`src/elevator_pkg.sv`:
```
////////////////////
// Elevator floor request package
// Widths, floor and state types, stop-state check
////////////////////

`default_nettype none

package elevator_pkg;

    ////////////////////
    // Sizes
    ////////////////////

    // Floors served, numbered 0 to 10
    localparam int NUM_FLOORS = 11;
    // Bits in a floor number
    localparam int FLOOR_W    = 4;
    // Bits in the car state code
    localparam int STATE_W    = 6;
    // Codes 0..10 are stops, code n means stopped at floor n
    localparam int STOP_LAST  = 10;
    // Queue occupancy needs to reach 11
    localparam int COUNT_W    = 4;

    ////////////////////
    // Types
    ////////////////////

    // Floor number, also used as a queue slot index
    typedef logic [FLOOR_W-1:0]    floor_t;

    // Car state code from the external car FSM
    // 11..30 are moving codes, 31 is the car emergency code
    typedef logic [STATE_W-1:0]    state_t;

    // One light per floor, bit n is floor n
    typedef logic [NUM_FLOORS-1:0] lights_t;

    // True while the car is stopped at some floor
    function automatic logic is_stop_state(input state_t state);
        return state <= state_t'(STOP_LAST);
    endfunction

endpackage

`default_nettype wire

```
`src/request_if.sv`:
```
////////////////////
// Request bus between button latch, floor queue and car dispatch
////////////////////

`timescale 1ns/100ps
`default_nettype none

interface request_if
    import elevator_pkg::*;
();

    // Enqueue strobe and the floor that goes with it
    logic   push;
    floor_t push_floor;
    // Head removal strobe, raised on arrival
    logic   pop;
    // Level, clears queue and all lights
    logic   flush;
    // Oldest pending floor
    floor_t head_floor;
    logic   queue_empty;

    // Button side
    modport latch (
        output push, push_floor,
        input  pop, head_floor, flush
    );

    // FIFO side
    modport queue (
        output head_floor, queue_empty,
        input  push, push_floor, pop, flush
    );

    // Car side
    modport dispatch (
        output pop, flush,
        input  head_floor, queue_empty
    );

endinterface

`default_nettype wire

```
`src/car_dispatch.sv`:
```
////////////////////
// Car dispatch
// Target, direction, arrival pop, flush and door permits
////////////////////

`timescale 1ns/100ps
`default_nettype none

module car_dispatch
    import elevator_pkg::*;
(
    input  wire         clock,
    input  wire         reset_n,
    input  wire         door_open_btn,
    input  wire         door_close_btn,
    input  wire         emergency_btn,
    input  wire         power_switch,
    input  floor_t      current_floor_state,
    input  state_t      elevator_state,
    request_if.dispatch req,
    output floor_t      elevator_floor_selector,
    output logic        direction_selector,
    output logic        activate_elevator,
    output logic        door_open_allowed,
    output logic        door_close_allowed
);

    logic stopped;
    logic service;
    logic at_head;
    logic go_up;
    logic dir_q;

    assign stopped = is_stop_state(elevator_state);

    // Power loss or emergency drops every pending request
    assign req.flush = !power_switch || emergency_btn;

    // Only a stopped, powered car takes a new target
    assign service = power_switch && !emergency_btn && stopped && !req.queue_empty;
    assign at_head = (req.head_floor == current_floor_state);
    assign go_up   = (req.head_floor > current_floor_state);

    ////////////////////
    // Target outputs
    ////////////////////

    assign activate_elevator       = service && !at_head;
    // Car already at the oldest request, retire it
    assign req.pop                 = service && at_head;
    assign elevator_floor_selector = activate_elevator ? req.head_floor : current_floor_state;

    // Direction of the last dispatch, kept while idle
    always_ff @(posedge clock or negedge reset_n) begin
        if (!reset_n) begin
            dir_q <= 1'b0;
        end else if (activate_elevator) begin
            dir_q <= go_up;
        end
    end

    // Up is 1, valid in the activation cycle itself
    assign direction_selector = activate_elevator ? go_up : dir_q;

    // Doors only while stopped with power on
    assign door_open_allowed  = door_open_btn && power_switch && stopped;
    assign door_close_allowed = door_close_btn && power_switch && stopped;

endmodule

`default_nettype wire

```
`src/floor_request_top.sv`:
```
////////////////////
// Floor request controller top, joins latch, queue and dispatch
////////////////////

`timescale 1ns/100ps
`default_nettype none

module floor_request_top
    import elevator_pkg::*;
(
    input  wire        clock,
    input  wire        reset_n,
    // Hall and car buttons, bit n is floor n
    input  lights_t    floor_call_buttons,
    input  lights_t    panel_buttons,
    input  wire        door_open_btn,
    input  wire        door_close_btn,
    input  wire        emergency_btn,
    input  wire        power_switch,
    // Status from the car FSM
    input  floor_t     current_floor_state,
    input  state_t     elevator_state,
    // Commands to the car FSM
    output floor_t     elevator_floor_selector,
    output logic       direction_selector,
    output logic       activate_elevator,
    output logic       door_open_allowed,
    output logic       door_close_allowed,
    // Button lamps
    output lights_t    call_button_lights,
    output lights_t    panel_button_lights
);

    // Internal request bus
    request_if req_bus ();

    request_latch request_latch_inst (
        .clock               (clock),
        .reset_n             (reset_n),
        .floor_call_buttons  (floor_call_buttons),
        .panel_buttons       (panel_buttons),
        .current_floor_state (current_floor_state),
        .req                 (req_bus.latch),
        .call_button_lights  (call_button_lights),
        .panel_button_lights (panel_button_lights)
    );

    request_queue request_queue_inst (
        .clock   (clock),
        .reset_n (reset_n),
        .req     (req_bus.queue)
    );

    car_dispatch car_dispatch_inst (
        .clock                   (clock),
        .reset_n                 (reset_n),
        .door_open_btn           (door_open_btn),
        .door_close_btn          (door_close_btn),
        .emergency_btn           (emergency_btn),
        .power_switch            (power_switch),
        .current_floor_state     (current_floor_state),
        .elevator_state          (elevator_state),
        .req                     (req_bus.dispatch),
        .elevator_floor_selector (elevator_floor_selector),
        .direction_selector      (direction_selector),
        .activate_elevator       (activate_elevator),
        .door_open_allowed       (door_open_allowed),
        .door_close_allowed      (door_close_allowed)
    );

endmodule

`default_nettype wire

```
`src/request_latch.sv`:
```
////////////////////
// Button latch
// Accepts one press per cycle, holds call and panel lights
////////////////////

`timescale 1ns/100ps
`default_nettype none

module request_latch
    import elevator_pkg::*;
(
    input  wire        clock,
    input  wire        reset_n,
    input  lights_t    floor_call_buttons,
    input  lights_t    panel_buttons,
    input  floor_t     current_floor_state,
    request_if.latch   req,
    output lights_t    call_button_lights,
    output lights_t    panel_button_lights
);

    // Pressed, not yet lit and not the floor the car is on
    function automatic lights_t qualify(
        input lights_t buttons,
        input lights_t lit,
        input floor_t  here
    );
        lights_t q;
        for (int i = 0; i < NUM_FLOORS; i++) begin
            q[i] = buttons[i] && !lit[i] && (here != floor_t'(i));
        end
        return q;
    endfunction

    // Lowest set bit wins, scan from the top so the last hit is lowest
    function automatic floor_t lowest_floor(input lights_t req_bits);
        floor_t found;
        found = '0;
        for (int i = NUM_FLOORS - 1; i >= 0; i--) begin
            if (req_bits[i]) begin
                found = floor_t'(i);
            end
        end
        return found;
    endfunction

    ////////////////////
    // Press selection
    ////////////////////

    lights_t panel_req;
    lights_t call_req;
    logic    take_panel;
    logic    take_call;
    floor_t  pick_floor;
    logic    other_lit;

    assign panel_req  = qualify(panel_buttons, panel_button_lights, current_floor_state);
    assign call_req   = qualify(floor_call_buttons, call_button_lights, current_floor_state);

    // Panel presses have priority over hall calls
    assign take_panel = (|panel_req) && !req.flush;
    assign take_call  = !(|panel_req) && (|call_req) && !req.flush;
    assign pick_floor = (|panel_req) ? lowest_floor(panel_req) : lowest_floor(call_req);

    // Floor already queued through the other button source
    assign other_lit  = take_panel ? call_button_lights[pick_floor]
                                   : panel_button_lights[pick_floor];

    // Only a floor with both lights dark gets a queue entry
    assign req.push       = (take_panel || take_call) && !other_lit;
    assign req.push_floor = pick_floor;

    ////////////////////
    // Light registers
    ////////////////////

    always_ff @(posedge clock or negedge reset_n) begin
        if (!reset_n) begin
            call_button_lights  <= '0;
            panel_button_lights <= '0;
        end else if (req.flush) begin
            call_button_lights  <= '0;
            panel_button_lights <= '0;
        end else begin
            // Served floor goes dark on both panels
            // Never the accepted floor since that one differs from the car's floor
            if (req.pop) begin
                call_button_lights[req.head_floor]  <= 1'b0;
                panel_button_lights[req.head_floor] <= 1'b0;
            end
            if (take_panel) begin
                panel_button_lights[pick_floor] <= 1'b1;
            end
            if (take_call) begin
                call_button_lights[pick_floor] <= 1'b1;
            end
        end
    end

endmodule

`default_nettype wire

```
`src/request_queue.sv`:
```
////////////////////
// Floor request FIFO, one slot per floor, served in arrival order
////////////////////

`timescale 1ns/100ps
`default_nettype none

module request_queue
    import elevator_pkg::*;
(
    input  wire        clock,
    input  wire        reset_n,
    request_if.queue   req
);

    // Slot pointers wrap after the last floor slot
    function automatic floor_t ptr_next(input floor_t ptr);
        return (ptr == floor_t'(NUM_FLOORS - 1)) ? '0 : ptr + floor_t'(1);
    endfunction

    floor_t               fifo_mem [NUM_FLOORS];
    floor_t               rd_ptr;
    floor_t               wr_ptr;
    logic [COUNT_W-1:0]   count;
    logic                 do_push;
    logic                 do_pop;

    // Flush overrides both strobes
    assign do_push = req.push && !req.flush;
    assign do_pop  = req.pop && !req.flush;

    ////////////////////
    // Storage
    ////////////////////

    always_ff @(posedge clock) begin
        if (do_push) begin
            fifo_mem[wr_ptr] <= req.push_floor;
        end
    end

    ////////////////////
    // Pointers and occupancy
    ////////////////////

    always_ff @(posedge clock or negedge reset_n) begin
        if (!reset_n) begin
            rd_ptr <= '0;
            wr_ptr <= '0;
            count  <= '0;
        end else if (req.flush) begin
            rd_ptr <= '0;
            wr_ptr <= '0;
            count  <= '0;
        end else begin
            if (do_push) begin
                wr_ptr <= ptr_next(wr_ptr);
            end
            if (do_pop) begin
                rd_ptr <= ptr_next(rd_ptr);
            end
            // Push and pop together leave the count alone
            case ({do_push, do_pop})
                2'b10:   count <= count + COUNT_W'(1);
                2'b01:   count <= count - COUNT_W'(1);
                default: count <= count;
            endcase
        end
    end

    // Oldest entry, only meaningful while not empty
    assign req.head_floor  = fifo_mem[rd_ptr];
    assign req.queue_empty = (count == '0);

endmodule

`default_nettype wire

```
`config.mk`:
```
export PLATFORM = sky130hd
export DESIGN_NAME = floor_request_top
export DESIGN_NICKNAME = d
export VERILOG_FILES = /design/src/elevator_pkg.sv /design/src/request_if.sv /design/src/car_dispatch.sv /design/src/floor_request_top.sv /design/src/request_latch.sv /design/src/request_queue.sv
export SDC_FILE = /design/constraint.sdc
export NUM_CORES = 1
export LEC_CHECK = 0
export ABC_AREA = 1
export ABC_CLOCK_PERIOD_IN_PS = 3200
export BUFFER_PORTS_ARGS = -buffer_cell sky130_fd_sc_hd__buf_4
export CAP_MARGIN = 15
export CORE_MARGIN = 2
export CORE_UTILIZATION = 54
export CTS_BUF_LIST = sky130_fd_sc_hd__clkbuf_8
export DETAILED_ROUTE_END_ITERATION = 7
export PLACE_DENSITY = 0.79
export SYNTH_ARGS = -nofsm -noshare
export SYNTH_HDL_FRONTEND = slang
export SYNTH_HIERARCHICAL = 1
export SYNTH_SLANG_ARGS = --single-unit
```
`constraint.sdc`:
```
create_clock -name clock -period 3.2 [get_ports clock]
set_input_delay 0.16 -clock clock [delete_from_list [all_inputs] [get_ports clock]]
set_output_delay 0.16 -clock clock [all_outputs]
set_load 0.01 [all_outputs]
```
==> metrics <==
Least-Margin Pin Slew=approximately 530 ps; DP Wirelength=between 10000 and 15000 microns; Die X=98.2 microns; element type at the critical path start=flop; Tmin final=around 3300 ps; fin nets=between 700 and 800; crit path kind=reg2reg; initial antenna violation count=0; fin util=0.732; layout cells sized above 1=0.329; ANT cells=0; post-synth top area cell=edfxtp_1; Hold/Removal Path Class=in2reg; Yosys top cell area share=0.276; Max Slew Vio Count=0; cell mode on critical path=nand2_1; Post-Syn Area per Cell=just under 8 sq um; Buffers & Inverters on Critical Path=4; IO Count=68; detailed router's first-iteration violation count=approximately 550; first-pass GRT wire length=approximately 22000 microns; family with the most delay on the worst path=simple AND/OR/NAND/NOR gates; drt pass-1 iters=5; multi-input gate area in the final layout=around 0.0024 sq mm; placed instance count=831; Worst Path Arrival=3540 ps; Initial Util=0.552; Pwr per Cell Area=~370 mW/mm^2; # port buffers=67; period utilisation layout=1.03; Root Buffer Master=clkbuf_8; Filler Cell Count=627; RSZ-0062 raised after global routing=true; H-tree Lvls=3; core area=~0.0087 sq mm; clk_skew=about 8.7 ps; nature of the critical path endpoint=flop; final std cells w/o fill=just under 900; Leak Pwr=roughly 0.0030 uW; Die H=around 100 microns; run status=complete, but fails checks; clock slew at reported path FFs=approximately 80 ps; setup violators final=26; Routed WL per cell=approximately 17 microns; final hold vios=0; setup tns final=-665 ps; Yosys cell types=38; sequential-to-total area share from yosys stat=0.459; largest net degree at the start of global routing=36; vias in the first global route=about 4.6k; clk sinks=slightly below 80; Via density=5.74; die area=just under 0.01 sq mm; slowest stage delay, CP=just under 400 ps; DR DRC count=0; Area contributors post-synth=edfxtp_1 (28%), dfrtp_1 (18%), nand2_1 (14%), nand3_1 (6.8%), inv_1 (5.7%); Skew-Pair Late Insertion Delay=350 ps; Max VDD drop=0.000412 V; CTS tree=built; CP max FO=12; Worst path slowest cell=dfrtp_1; FMAX=303 MHz; # rows=34; WP data required=~3400 ps; gpl congestion=1.00; remaining antenna violation count=0; max_cap viols=0; Total GRT Usage=0.293; post-route setup slack=-103 ps; Post-Synthesis Cells=610; CTS buffer count=9; Syn. warnings=6; Longest Clk Path Bufs=2; FF/Latch Area=around 0.0022 sq mm; global route overflow=0; failing checks=setup timing; overall power=2380 uW; Detailed Route WL=between 10000 and 15000 microns; Syn-to-layout area delta=32.6%; routed via count=4962; Max-slew headroom=0.643; Synth Register Bits=79; Syn Nets=656; Post-Synthesis Cell Area=approximately 0.0048 sq mm
[logic make-up after synthesis]
group | share of synthesized area
adder cells (fa/ha/maj) | 0.0209
flip-flops | 0.459
buffers and inverters | 0.0810
AND/OR/NAND/NOR | 0.353
AO/OA/AOI/OAI | 0.0807
XOR/XNOR | 0.00549
[area by class of cell]
cell class	count	area share
clock buffer	9	0.0195
tap	108	0.0213
inverter	82	0.0492
timing repair buffer	141	0.173
multi-input combinational	439	0.376
sequential	79	0.346
clock inverter	7	0.0152
[flip-flops by register name, indices dropped and copies added, names as in the netlist]
signal and flops:
request_latch_inst/call_button_lights 11, request_queue_inst/fifo_mem 44, request_latch_inst/panel_button_lights 11, request_queue_inst/wr_ptr 4, request_queue_inst/count 4, request_queue_inst/rd_ptr 4, car_dispatch_inst/dir_q 1
[what timing repair did]
item	in CTS	in global routing
hold buffers	1	0
setup buffers	1	17
pin swaps	0	33
setup endpoints to repair	22	54
resized for setup	6	56
endpoints found under the hold margin	35	0
[layer usage]
metal | routed length [microns] | vias up | GRT usage
met4 | 584 | 0 | 0.0917
met2 | 7240 | 318 | 0.488
met5 | 0 | - | 0
met3 | 1270 | 71 | 0.0623
met1 | 5780 | 2293 | 0.385
li1 | - | 2280 | -
[stage by stage]
step	hold slack (ps)	worst slack (ps)	cell area, sq um
floorplan	-136	138	4790
global placement	142	-102	5780
detailed placement	144	-227	5780
CTS	257	-14.3	6040
global route	292	-387	6350
finish	263	-103	6350
[cells in the final DEF, fill, tap and decap left out, drive strengths merged, types with 6 or more instances in the layout]
cell    count
nand2     188
buf       140
inv        83
nor2       75
nand3      68
o21ai      45
edfxtp     44
dfrtp      35
nand3b     13
clkbuf      9
a21oi       9
nand4       8
ha          8
o211ai      6
o22ai       6
nor3        6
[report_power, final]
| part | internal, uW | total (uW) | switching (uW) |
|---|---|---|---|
| combinational | 182 | 444 | 262 |
| sequential | 1100 | 1120 | 22.6 |
| clock | 440 | 810 | 370 |
| total | 1720 | 2380 | 655 |
[cells in the mapped netlist, drive strengths merged]
cell	number
a21oi	9
buf	6
clkbuf	4
dfrtp	35
edfxtp	44
ha	8
inv	82
nand2	188
nand3	68
nand3b	13
nand4	8
nor2	75
nor3	6
nor4	1
o211ai	6
o21a	1
o21ai	45
o21bai	1
o22ai	6
or2	1
xnor2	1
xor2	2
[worst register-to-register path: cells and delay by family (launching register included)]
| kind | cells | cell delay, ps |
|---|---|---|
| flip-flops | 1 | 390 |
| AND/OR/NAND/NOR | 26 | 2370 |
| buffers and inverters | 4 | 300 |
| adder cells (fa/ha/maj) | 1 | 150 |
[worst paths after layout]
path                                                           startpoint                                        to  slack, ps  cells past startpoint
worst max-delay path            request_latch_inst/panel_button_lights[8]               request_queue_inst/count[2]       -100                     31
worst min-delay path                                    elevator_state[5]                   car_dispatch_inst/dir_q        260                      5
worst max register to register  request_latch_inst/panel_button_lights[8]               request_queue_inst/count[2]       -100                     31
worst min register to register                    car_dispatch_inst/dir_q                   car_dispatch_inst/dir_q        510                      2
max in group asynchronous                                         reset_n              request_queue_inst/rd_ptr[0]       2540                      2
min in group asynchronous                                         reset_n  request_latch_inst/call_button_lights[0]        290                      2
Power figures use the tool's default switching activity.
